===== config.mk =====
export PLATFORM = sky130hd
export DESIGN_NAME = uart_top
export DESIGN_NICKNAME = d
export VERILOG_FILES = /design/src/rtl/uart_pkg.sv /design/src/rtl/uart_cfg_if.sv /design/src/rtl/uart_baud_gen.sv /design/src/rtl/uart_rx.sv /design/src/rtl/uart_tx.sv /design/src/rtl/uart_regs.sv /design/src/rtl/uart_rx_credit.sv /design/src/rtl/uart_top.sv
export VERILOG_INCLUDE_DIRS = /design/src /design/src/rtl
export SDC_FILE = /design/constraint.sdc
export NUM_CORES = 1
export LEC_CHECK = 0
export ABC_AREA = 1
export ABC_CLOCK_PERIOD_IN_PS = 3500
export BUFFER_PORTS_ARGS = -buffer_cell sky130_fd_sc_hd__clkbuf_2
export CORE_AREA = 2 2 126 128
export CTS_CLUSTER_SIZE = 40
export DETAILED_ROUTE_END_ITERATION = 10
export DIE_AREA = 0 0 128 130
export PLACE_DENSITY = 0.81
export SLEW_MARGIN = 20
export SYNTH_ARGS = -nofsm -noshare
export SYNTH_HDL_FRONTEND = slang
export SYNTH_SLANG_ARGS = --single-unit

===== constraint.sdc =====
create_clock -name clk -period 3.5 [get_ports clk]
set_input_delay 0 -clock clk [delete_from_list [all_inputs] [get_ports clk]]
set_output_delay 0 -clock clk [all_outputs]
set_load 0.03 [all_outputs]

===== src/rtl/uart_macros.svh =====
`ifndef UART_MACROS_SVH
`define UART_MACROS_SVH

//////////////////////////////////////////////////////////////////////
// Frame timing
//////////////////////////////////////////////////////////////////////

// Baud ticks per serial bit
`define UART_OVERSAMPLE 16

// Width of the baud divisor register
`define UART_DIV_WIDTH 16

// Divisor loaded at reset, clk cycles per tick
`define UART_RESET_DIV 4

//////////////////////////////////////////////////////////////////////
// Receive buffering and register map
//////////////////////////////////////////////////////////////////////

// Entries in the receive FIFO, power of two
`define UART_FIFO_DEPTH 8

// Register addresses
`define UART_ADDR_DIV 2'd0
`define UART_ADDR_CTRL 2'd1
`define UART_ADDR_STATUS 2'd2
`define UART_ADDR_ERRCNT 2'd3

`endif


===== src/rtl/uart_pkg.sv =====
`default_nettype none

package uart_pkg;

	//////////////////////////////////////////////////////////////////////
	// Data and address types
	//////////////////////////////////////////////////////////////////////

	// One serial data byte, LSB sent first
	typedef logic [7:0] uart_byte_t;

	// Index into the four-entry register map
	typedef logic [1:0] uart_reg_addr_t;

	//////////////////////////////////////////////////////////////////////
	// Receiver FSM
	//////////////////////////////////////////////////////////////////////

	// Gray-style encoding, one bit flips per step
	typedef enum logic [1:0]
	{
		// Line high, waiting for a falling edge
		RX_IDLE  = 2'b00,
		// Half bit until mid start bit
		RX_START = 2'b01,
		// Eight data samples
		RX_DATA  = 2'b11,
		// Stop bit check
		RX_STOP  = 2'b10
	} uart_rx_state_t;

endpackage

`default_nettype wire


===== src/rtl/uart_cfg_if.sv =====
`default_nettype none

`include "uart_macros.svh"

interface uart_cfg_if;

	// Settings from the register block
	logic [`UART_DIV_WIDTH-1:0] divisor;
	logic rx_enable;
	logic tx_enable;

	// Event pulses back to the register block
	logic frame_error;
	logic overrun;

	// Register block owns the settings and counts the events
	modport regs (output divisor, output rx_enable, output tx_enable,
		input frame_error, input overrun);

	// Tick generator only needs the rate
	modport baud (input divisor);

	// Serial side, receiver reports bad stop bits
	modport rx (input rx_enable, input tx_enable, output frame_error);

	// FIFO reports dropped bytes
	modport fifo (output overrun);

endinterface

`default_nettype wire


===== src/rtl/uart_baud_gen.sv =====
`default_nettype none

`include "uart_macros.svh"

module uart_baud_gen
(
	input  logic     clk,
	input  logic     reset,
	uart_cfg_if.baud cfg,
	output logic     tick
);

	logic [`UART_DIV_WIDTH-1:0] cnt;
	logic [`UART_DIV_WIDTH-1:0] div_q;
	logic [`UART_DIV_WIDTH-1:0] reload;

	// Divisor of 0 or 1 gives a tick every cycle
	always_comb
	begin
		reload = (cfg.divisor == '0) ? '0 : cfg.divisor - 1'b1;
	end

	// Down counter, tick when it hits zero
	always_ff @(posedge clk or posedge reset)
	begin
		if (reset)
		begin
			cnt   <= `UART_DIV_WIDTH'(`UART_RESET_DIV - 1);
			div_q <= `UART_DIV_WIDTH'(`UART_RESET_DIV);
			tick  <= 1'b0;
		end
		else if (cfg.divisor != div_q)
		begin
			// New rate, restart the period right away
			div_q <= cfg.divisor;
			cnt   <= reload;
			tick  <= 1'b0;
		end
		else if (cnt == '0)
		begin
			cnt  <= reload;
			tick <= 1'b1;
		end
		else
		begin
			cnt  <= cnt - 1'b1;
			tick <= 1'b0;
		end
	end

endmodule

`default_nettype wire


===== src/rtl/uart_rx.sv =====
`default_nettype none

`include "uart_macros.svh"

module uart_rx
(
	input  logic                 clk,
	input  logic                 reset,
	input  logic                 tick,
	input  logic                 rx_line,
	uart_cfg_if.rx               cfg,
	output logic                 byte_valid,
	output uart_pkg::uart_byte_t byte_data
);

	import uart_pkg::*;

	// Last tick of half a bit and of a full bit
	localparam logic [3:0] HALF_LAST = 4'(`UART_OVERSAMPLE / 2 - 1);
	localparam logic [3:0] BIT_LAST  = 4'(`UART_OVERSAMPLE - 1);

	uart_rx_state_t state;
	logic [3:0] tick_cnt;
	logic [2:0] bit_idx;
	logic rx_meta;
	logic rx_sync;
	logic rx_prev;
	uart_byte_t shift_reg;

	//////////////////////////////////////////////////////////////////////
	// Line synchronizer
	//////////////////////////////////////////////////////////////////////

	// Two flops into clk domain, third one for edge detect
	always_ff @(posedge clk or posedge reset)
	begin
		if (reset)
		begin
			rx_meta <= 1'b1;
			rx_sync <= 1'b1;
			rx_prev <= 1'b1;
		end
		else
		begin
			rx_meta <= rx_line;
			rx_sync <= rx_meta;
			rx_prev <= rx_sync;
		end
	end

	//////////////////////////////////////////////////////////////////////
	// Frame FSM
	//////////////////////////////////////////////////////////////////////

	always_ff @(posedge clk or posedge reset)
	begin
		if (reset)
		begin
			state           <= RX_IDLE;
			tick_cnt        <= '0;
			bit_idx         <= '0;
			byte_valid      <= 1'b0;
			cfg.frame_error <= 1'b0;
		end
		else
		begin
			// Both reports are single-cycle pulses
			byte_valid      <= 1'b0;
			cfg.frame_error <= 1'b0;
			if (!cfg.rx_enable)
			begin
				state <= RX_IDLE;
			end
			else
			begin
				case (state)
					RX_IDLE:
					begin
						tick_cnt <= '0;
						bit_idx  <= '0;
						// High to low, a stuck-low line after a bad stop bit is ignored
						if (rx_prev && !rx_sync)
							state <= RX_START;
					end
					RX_START:
					begin
						if (tick)
						begin
							if (tick_cnt == HALF_LAST)
							begin
								tick_cnt <= '0;
								// Still low at mid bit, else a glitch
								state <= rx_sync ? RX_IDLE : RX_DATA;
							end
							else
								tick_cnt <= tick_cnt + 1'b1;
						end
					end
					RX_DATA:
					begin
						if (tick)
						begin
							if (tick_cnt == BIT_LAST)
							begin
								tick_cnt <= '0;
								bit_idx  <= bit_idx + 1'b1;
								if (bit_idx == 3'd7)
									state <= RX_STOP;
							end
							else
								tick_cnt <= tick_cnt + 1'b1;
						end
					end
					RX_STOP:
					begin
						if (tick)
						begin
							if (tick_cnt == BIT_LAST)
							begin
								tick_cnt <= '0;
								state    <= RX_IDLE;
								// Mid stop bit, 1 is good and 0 is a framing error
								if (rx_sync)
									byte_valid <= 1'b1;
								else
									cfg.frame_error <= 1'b1;
							end
							else
								tick_cnt <= tick_cnt + 1'b1;
						end
					end
					default:
						state <= RX_IDLE;
				endcase
			end
		end
	end

	// Data shift, LSB arrives first so shift right
	always_ff @(posedge clk)
	begin
		if (state == RX_DATA && tick && tick_cnt == BIT_LAST)
			shift_reg <= {rx_sync, shift_reg[7:1]};
	end

	assign byte_data = shift_reg;

endmodule

`default_nettype wire


===== src/rtl/uart_tx.sv =====
`default_nettype none

`include "uart_macros.svh"

module uart_tx
(
	input  logic                 clk,
	input  logic                 reset,
	input  logic                 tick,
	uart_cfg_if.rx               cfg,
	input  logic                 tx_valid,
	input  uart_pkg::uart_byte_t tx_data,
	output logic                 tx_busy,
	output logic                 tx_line
);

	localparam logic [3:0] BIT_LAST = 4'(`UART_OVERSAMPLE - 1);

	// Stop, 8 data bits, start
	localparam logic [3:0] FRAME_LAST = 4'd9;

	logic [9:0] frame;
	logic [3:0] tick_cnt;
	logic [3:0] bit_cnt;
	logic busy;
	logic accept;

	// Disabled transmitter looks busy to the host
	assign tx_busy = busy || !cfg.tx_enable;
	assign accept  = tx_valid && !tx_busy;

	//////////////////////////////////////////////////////////////////////
	// Serializer
	//////////////////////////////////////////////////////////////////////

	always_ff @(posedge clk or posedge reset)
	begin
		if (reset)
		begin
			// All ones keeps the line idle high
			frame    <= '1;
			tick_cnt <= '0;
			bit_cnt  <= '0;
			busy     <= 1'b0;
		end
		else if (accept)
		begin
			// Start bit goes out on bit 0 next cycle
			frame    <= {1'b1, tx_data, 1'b0};
			tick_cnt <= '0;
			bit_cnt  <= '0;
			busy     <= 1'b1;
		end
		else if (busy && tick)
		begin
			if (tick_cnt == BIT_LAST)
			begin
				// End of a bit time, shift in idle level
				tick_cnt <= '0;
				frame    <= {1'b1, frame[9:1]};
				bit_cnt  <= bit_cnt + 1'b1;
				if (bit_cnt == FRAME_LAST)
					busy <= 1'b0;
			end
			else
				tick_cnt <= tick_cnt + 1'b1;
		end
	end

	// Line is just the low end of the frame
	assign tx_line = frame[0];

endmodule

`default_nettype wire


===== src/rtl/uart_regs.sv =====
`default_nettype none

`include "uart_macros.svh"

module uart_regs
(
	input  logic                     clk,
	input  logic                     reset,
	input  logic                     reg_write,
	input  uart_pkg::uart_reg_addr_t reg_addr,
	input  logic [15:0]              reg_wdata,
	output logic [15:0]              reg_rdata,
	uart_cfg_if.regs                 cfg
);

	logic [`UART_DIV_WIDTH-1:0] divisor;
	logic rx_en;
	logic tx_en;
	logic overrun_flag;
	logic [7:0] err_cnt;

	//////////////////////////////////////////////////////////////////////
	// Register writes and event capture
	//////////////////////////////////////////////////////////////////////

	always_ff @(posedge clk or posedge reset)
	begin
		if (reset)
		begin
			divisor      <= `UART_DIV_WIDTH'(`UART_RESET_DIV);
			rx_en        <= 1'b1;
			tx_en        <= 1'b1;
			overrun_flag <= 1'b0;
			err_cnt      <= '0;
		end
		else
		begin
			if (reg_write && reg_addr == `UART_ADDR_DIV)
				divisor <= reg_wdata[`UART_DIV_WIDTH-1:0];
			if (reg_write && reg_addr == `UART_ADDR_CTRL)
			begin
				rx_en <= reg_wdata[0];
				tx_en <= reg_wdata[1];
			end
			// New overrun wins over a clear in the same cycle
			if (cfg.overrun)
				overrun_flag <= 1'b1;
			else if (reg_write && reg_addr == `UART_ADDR_STATUS && reg_wdata[0])
				overrun_flag <= 1'b0;
			// Any write clears, else count up to 255
			if (reg_write && reg_addr == `UART_ADDR_ERRCNT)
				err_cnt <= '0;
			else if (cfg.frame_error && err_cnt != 8'hff)
				err_cnt <= err_cnt + 1'b1;
		end
	end

	// Read mux, no wait state
	always_comb
	begin
		case (reg_addr)
			`UART_ADDR_DIV:    reg_rdata = 16'(divisor);
			`UART_ADDR_CTRL:   reg_rdata = {14'd0, tx_en, rx_en};
			`UART_ADDR_STATUS: reg_rdata = {15'd0, overrun_flag};
			default:           reg_rdata = {8'd0, err_cnt};
		endcase
	end

	assign cfg.divisor   = divisor;
	assign cfg.rx_enable = rx_en;
	assign cfg.tx_enable = tx_en;

endmodule

`default_nettype wire


===== src/rtl/uart_rx_credit.sv =====
`default_nettype none

`include "uart_macros.svh"

module uart_rx_credit
(
	input  logic                 clk,
	input  logic                 reset,
	uart_cfg_if.fifo             cfg,
	input  logic                 byte_valid,
	input  uart_pkg::uart_byte_t byte_data,
	input  logic                 credit_return,
	output logic                 rx_valid,
	output uart_pkg::uart_byte_t rx_data
);

	import uart_pkg::*;

	localparam int AW = $clog2(`UART_FIFO_DEPTH);
	localparam int CW = AW + 1;
	localparam logic [CW-1:0] DEPTH = CW'(`UART_FIFO_DEPTH);

	uart_byte_t mem [`UART_FIFO_DEPTH];
	logic [AW-1:0] wr_ptr;
	logic [AW-1:0] rd_ptr;
	logic [CW-1:0] count;
	logic [CW-1:0] credits;
	logic push;
	logic pop;

	// Full FIFO drops the byte, pop needs both data and a credit
	assign push = byte_valid && count != DEPTH;
	assign pop  = credits != '0 && count != '0;

	//////////////////////////////////////////////////////////////////////
	// Pointers, fill level and credits
	//////////////////////////////////////////////////////////////////////

	always_ff @(posedge clk or posedge reset)
	begin
		if (reset)
		begin
			wr_ptr      <= '0;
			rd_ptr      <= '0;
			count       <= '0;
			credits     <= '0;
			rx_valid    <= 1'b0;
			cfg.overrun <= 1'b0;
		end
		else
		begin
			// Pointers wrap on their own, depth is a power of two
			if (push)
				wr_ptr <= wr_ptr + 1'b1;
			if (pop)
				rd_ptr <= rd_ptr + 1'b1;
			if (push && !pop)
				count <= count + 1'b1;
			else if (pop && !push)
				count <= count - 1'b1;
			// Grant and spend in one cycle cancel out
			if (credit_return && !pop && credits != DEPTH)
				credits <= credits + 1'b1;
			else if (pop && !credit_return)
				credits <= credits - 1'b1;
			rx_valid    <= pop;
			cfg.overrun <= byte_valid && !push;
		end
	end

	// Storage and output byte
	always_ff @(posedge clk)
	begin
		if (push)
			mem[wr_ptr] <= byte_data;
		if (pop)
			rx_data <= mem[rd_ptr];
	end

endmodule

`default_nettype wire


===== src/rtl/uart_top.sv =====
`default_nettype none

module uart_top
(
	input  logic                     clk,
	input  logic                     reset,
	// Serial pins
	input  logic                     rx_line,
	output logic                     tx_line,
	// Register port
	input  logic                     reg_write,
	input  uart_pkg::uart_reg_addr_t reg_addr,
	input  logic [15:0]              reg_wdata,
	output logic [15:0]              reg_rdata,
	// Transmit handshake
	input  logic                     tx_valid,
	input  uart_pkg::uart_byte_t     tx_data,
	output logic                     tx_busy,
	// Credit-based receive handshake
	input  logic                     credit_return,
	output logic                     rx_valid,
	output uart_pkg::uart_byte_t     rx_data
);

	import uart_pkg::*;

	logic tick;
	logic byte_valid;
	uart_byte_t byte_data;

	// Settings out, error events back
	uart_cfg_if cfg ();

	//////////////////////////////////////////////////////////////////////
	// Control and timing
	//////////////////////////////////////////////////////////////////////

	uart_regs i_uart_regs (.clk(clk), .reset(reset), .reg_write(reg_write),
		.reg_addr(reg_addr), .reg_wdata(reg_wdata), .reg_rdata(reg_rdata), .cfg(cfg));

	// One tick shared by both directions
	uart_baud_gen i_uart_baud_gen (.clk(clk), .reset(reset), .cfg(cfg), .tick(tick));

	//////////////////////////////////////////////////////////////////////
	// Serial datapath
	//////////////////////////////////////////////////////////////////////

	uart_rx i_uart_rx (.clk(clk), .reset(reset), .tick(tick), .rx_line(rx_line),
		.cfg(cfg), .byte_valid(byte_valid), .byte_data(byte_data));

	uart_rx_credit i_uart_rx_credit (.clk(clk), .reset(reset), .cfg(cfg),
		.byte_valid(byte_valid), .byte_data(byte_data), .credit_return(credit_return),
		.rx_valid(rx_valid), .rx_data(rx_data));

	uart_tx i_uart_tx (.clk(clk), .reset(reset), .tick(tick), .cfg(cfg),
		.tx_valid(tx_valid), .tx_data(tx_data), .tx_busy(tx_busy), .tx_line(tx_line));

endmodule

`default_nettype wire


Yosys cells after proc, flatten, opt, wreduce, memory -nomap -nowiden

Memory sizes are Yosys's and may differ from the RTL's. A register that Yosys moved wholly into a read port is not among the register bits.
Cells that the tools add are included.

Shift operators: 0
Reductions and logical operators: 46
$lt $le $gt $ge: 0
$add $sub $neg: 13
Mux-type cells: 58
Equality and inequality tests: 27
Multiply operators: 0
Divide/modulo/power cells: 0
Bitwise gates (word level): 0

Operators with widths:

| operator                                                             | number |
|---|---|
| 4-bit 2-to-1 mux                                                     | 14 |
| 16-bit 2-to-1 mux                                                    | 3 |
| 16-bit one-hot mux with 3 select lines                               | 1 |
| 16-bit zero test                                                     | 2 |
| 16-bit by 1-bit subtractor with 16-bit output, second input constant | 2 |
| 10-bit 2-to-1 mux                                                    | 3 |
| 4-bit by 1-bit adder with 4-bit output, second input constant        | 5 |
| 1-bit 2-to-1 mux                                                     | 20 |
| 2-bit 2-to-1 mux                                                     | 10 |
| 1-bit logical AND                                                    | 19 |
| 8-bit 2-to-1 mux                                                     | 2 |
| 16-bit != test                                                       | 1 |
| 2-bit nonzero test                                                   | 8 |
| 3-bit by 2-bit != test with 1-bit output, second input constant      | 5 |
| 4-bit == test, second input constant                                 | 3 |
| 4-bit one-hot mux with 3 select lines                                | 1 |
| 3-bit by 1-bit adder with 3-bit output, second input constant        | 3 |
| 3-bit != test, second input constant                                 | 3 |
| 8-bit by 1-bit adder with 8-bit output, second input constant        | 1 |
| 2-bit == test, second input constant                                 | 4 |
| 4-bit != test, second input constant                                 | 2 |
| 8-bit != test, second input constant                                 | 1 |
| 2-bit one-hot mux with 4 select lines                                | 1 |
| 8-bit AND reduction                                                  | 1 |
| 16 further kinds                                                     | 29 |

Register bits: 117
Memories: 1
Bits of input ports: 32
Output and inout port bits: 27
Bits in latches: 0
Memory bits (writable): 64
Bits in read-only memories: 0

Memory list:

| name                 | depth | bits a word | read ports | clocked after memory_dff | wr ports | line                 | text |
|---|---|---|---|---|---|---|---|
| i_uart_rx_credit.mem | 8     | 8           | 1          | 1                        | 1        | uart_rx_credit.sv:23 | `` uart_byte_t mem [`UART_FIFO_DEPTH]; `` |

Depth between registers and ports, before layout

Depth in word-level cells: 6
Gate-level depth with buffers: 13
Mapped depth without buffers: 13

Least setup slack after synthesis

No wires, ideal clock.

Path type: register to register
Start point: reg i_uart_rx_credit.count[0]
End point: reg i_uart_rx_credit.count[3]
Slack: 1.465 ns
Buffers on the path: 0
Stages on the path, launching flop included: 13
Period minus slack after synthesis: 2.035 ns
Arrival: 1.904 ns
Cell sequence: dfrtp_1 nor2_1 nand3_1 nand2_1 inv_1 ha_1 inv_1 ha_1 a21oi_1 nand2_1 a21oi_1 o21ai_0 xor2_1

Cells in the longest elaborated chain, start to end: 5

Ends and longest elaborated chain:

| what                         | line                 | text |
|---|---|---|
| from (decl)                  | uart_rx_credit.sv:26 | `logic [CW-1:0] count;` |
| from (signal assigned)       | uart_rx_credit.sv:58 | `count <= count + 1'b1;` |
| from (signal assigned)       | uart_rx_credit.sv:60 | `count <= count - 1'b1;` |
| 4-bit != test (*)            | uart_rx_credit.sv:32 | `assign push = byte_valid && count != DEPTH;` |
| 1-bit logical AND (*)        | uart_rx_credit.sv:32 |  |
| net i_uart_rx_credit.push    | uart_rx_credit.sv:28 | `logic push;` |
| 1-bit zero test              | uart_rx_credit.sv:59 | `else if (pop && !push)` |
| 1-bit logical AND            | uart_rx_credit.sv:59 |  |
| 2-bit nonzero test (no line) | -                    |  |

Mark *: on every way through the listed nets, which the timed path passes. The rest lies on a longest branch. The select of a mux whose other input is x is not followed.
A chain may end at the register's enable or synchronous reset.

Worst setup path in the final report

Ends and elaborated chain as after synthesis.

==> metrics.md <==
| Metric | Value |
|---|---|
| Run status | finished, final reports clean |
| Register area share after synthesis | between 50 and 60% |
| ANT nets after route | 0 |
| R2r worst-path depth | 12 |
| Pre-CTS setup slack | around 1.2 ns |
| Power per cell area | roughly 530 nW/um^2 |
| CTS Hold Bufs | 31 |
| Rel. slew slack | 30.3% |
| Internal power | between 3 and 4 mW |
| Vias per cell | 5.34 |
| Share of cells above drive strength 1 | 13.2% |
| CP Class | flip-flop to flip-flop |
| Port Buffers | 58 |
| Nets | between 1000 and 1500 |
| DR pass1 iterations | 5 |
| Final Hold Viols | 0 |
| Placed cell area | 9470 sq um |
| HP Class | primary input to flip-flop |
| Vias in the first global route | 6866 |
| RSZ-0062 raised after global routing | no |
| Total gr overflow | 0 |
| Postcts setup bufs | 0 |
| Clock share of power | between 30% and 40% |
| Hold slack | a little under 0.2 ns |
| Final setup fails | 0 |
| Net count after synthesis | 1084 |
| Setup WS post-layout | 1.12 ns |
| Yosys cell types | between 40 and 50 |
| CP startpoint | i_uart_rx_credit.count[0] |
| I/O pin total | 59 |
| CTS clock-pin slew for the worst setup and hold paths | approximately 0.07 ns |
| Power, Total | 5.46 mW |
| Starting Density | 58.9% |
| Final Core Density | 67.0% |
| Die W | between 100 and 150 microns |
| Hold Path Origin | rx_line |
| Fin area | 10300 sq um |
| Clock Sinks | 188 |
| P_leak | 4.71 nW |
| Origin of the critical flop-to-flop path | i_uart_rx_credit.count[0] |
| Post-Layout Cell Count | between 1000 and 1500 |
| Most common cell after layout, fill and taps aside | nand2_1 |
| Detailed Place HPWL | between 10000 and 15000 microns |
| Post-Syn Area | around 9100 sq um |
| CP endpoint kind | flip-flop |
| Iteration-0 DRC Markers | between 400 and 500 |
| FF+latch count, synth | 188 |
| Largest net degree at the start of global routing | 72 |
| Final critical-path share of the clock period | 68.1% |
| Die height | around 130 microns |
| Layout Skew | 0.00856 ns |
| CP startpoint kind | flip-flop |
| CTS Buffer Depth | 2 |
| Total Negative Setup Slacks | 0 ns |
| Diodes inserted | 0 |
| Avg Inst Size Synth | 8.80 sq um |
| Switch share | 29.9% |
| Syn. warnings | 0 |
| Syn-to-layout area delta | 13.7% |
| DR vias | about 7000 |
| Worst Path Arrival | 2.69 ns |
| Gate Count Post-Synth | 1033 |
| Tmin final | 2.38 ns |
| Clock Tree Root | clkbuf_16 |
| Worst Hold Depth | 2 |
| Number of fill cells | 1181 |
| Post-CTS sizing | 0 |
| Dpl cells | around 1200 |
| Peak VDD IR | 0.000360 V |
| TritonCTS clock tree | yes |
| Die area | 16600 sq um |
| Num CTS Buffers | 17 |
| Fmax | 419 MHz |
| Antenna violations before repair | 0 |
| Clk Latency, worst-skew pair | 0.44 ns |
| WL per Instance | 14.0 microns |
| Detailed Route WL | 18300 microns |
| Transition time at the pin with the least slew margin | 1.04 ns |
| Row count | 46 |
| Sequential power share | 49.9% |
| Comb pwr share | 16.8% |
| H-tree depth | 4 |
| Sw power | around 1.6 mW |
| Max FO, Critical Path | 5 |
| Slew Limit Fails | 0 |
| Most frequent cells in the layout | nand2_1, nor2_1, inv_1 |
| Residual DRC | 0 |
| First-pass GRT wire length | 31400 microns |
| Core Region | around 15000 sq um |
| RD Place Congestion | 0.906 |
| CP Data Required Time | between 3 and 4 ns |
| Max Cap Viol | 0 |
| Tot GR Track Use | 23.7% |
## final cells by class
| cell class | count | area (sq um) | area share [%] |
|---|---|---|---|
| Clock buffer | 17 | 425 | 4.11 |
| Clock inverter | 15 | 129 | 1.25 |
| Inverter | 115 | 434 | 4.20 |
| Multi-Input combinational cell | 691 | 3350 | 32.4 |
| Sequential cell | 188 | 5130 | 49.6 |
| Tap cell | 192 | 240 | 2.32 |
| Timing Repair Buffer | 93 | 631 | 6.10 |
## final timing paths
check                                             end  slack (ns)
setup reg to reg            i_uart_rx_credit.count[3]        1.12
hold reg to reg                     i_uart_rx.rx_sync        0.38
hold / removal                      i_uart_rx.rx_meta        0.19
min in group asynchronous        i_uart_tx.bit_cnt[1]        0.28
setup / recovery            i_uart_rx_credit.count[3]        1.12
max in group asynchronous  i_uart_rx_credit.rd_ptr[1]        2.43
## power by group through the flow
stage	logic (mW)	registers (mW)	clock network (mW)
after floorplan	0.703	2.74	0
after global placement	0.846	2.76	0
after detailed placement	0.881	2.77	0
after CTS	0.921	2.73	1.84
after global routing	1.06	2.77	1.93
final	0.918	2.73	1.82
## Yosys cell counts (all sizes together)
master       number  area, sq um
buf              12         75.1
dlygate4sd1       1         8.76
mux2i             1         10.0
nor3              8         45.0
o31ai             2         15.0
a211oi            1         7.51
o22a              1         8.76
inv             114          428
xor2             15          131
clkinv            1         3.75
nand4            13         81.3
nor2            163          647
dfrtp            90         2250
o221ai            1         8.76
xnor2             4         35.0
clkbuf           26         97.6
edfxtp           80         2400
or2               1         6.26
ha               17          213
a21o              2         15.0
a21oi            32          160
fa                2         40.0
nand3b            4         30.0
dfstp            18          473
o32ai            16          140
o2111ai           1         8.76
nand3            57          298
o21ai            57          285
a31oi             3         18.8
nand2           275         1040
o22ai             7         43.8
mux2              1         11.3
o211ai            5         37.5
and3              2         12.5
## logic make-up (layout without fill, tap and decap cells)
logic type                 after synthesis  in the layout  share of synthesized area [%]
AOI/OAI and AO/OA                      128            128                           8.24
xor gates and xnor gates                19             19                           1.83
adders and majority gates               19             19                           2.78
buffers and inverters                  154            240                           6.74
DFF                                    188            188                           56.4
muxes                                    2              2                          0.234
and+or+nand+nor                        523            523                           23.8
## per-layer routing
metal	track usage (%)	up-vias	wire, microns
met5	0	-	0
met4	8.02	0	264
met3	4.80	23	813
met2	41.5	178	9200
met1	29.7	3285	8040
li1	-	3509	-
## state kept, by name, summed over array words and instances (netlist names), 8 cells and up
| name | count |
|---|---|
| i_uart_baud_gen.cnt | 16 |
| i_uart_baud_gen.div_q | 16 |
| i_uart_regs.cfg.divisor | 16 |
| i_uart_regs.err_cnt | 8 |
| i_uart_rx.byte_data | 8 |
| i_uart_rx_credit.mem | 64 |
| i_uart_rx_credit.rx_data | 8 |
| i_uart_tx.frame | 9 |
## critical path, cell delays in order, from the launching register on
cell and delay, ns:
dfrtp_1 0.44, nor2_1 0.17, nand3_1 0.11, nand2_1 0.11
inv_1 0.10, ha_1 0.19, inv_1 0.13, ha_1 0.29
a21oi_1 0.18, nand2_1 0.09, a21oi_1 0.15, o21ai_0 0.13
xor2_1 0.16
Note: power is estimated with default switching activity, not from simulation.
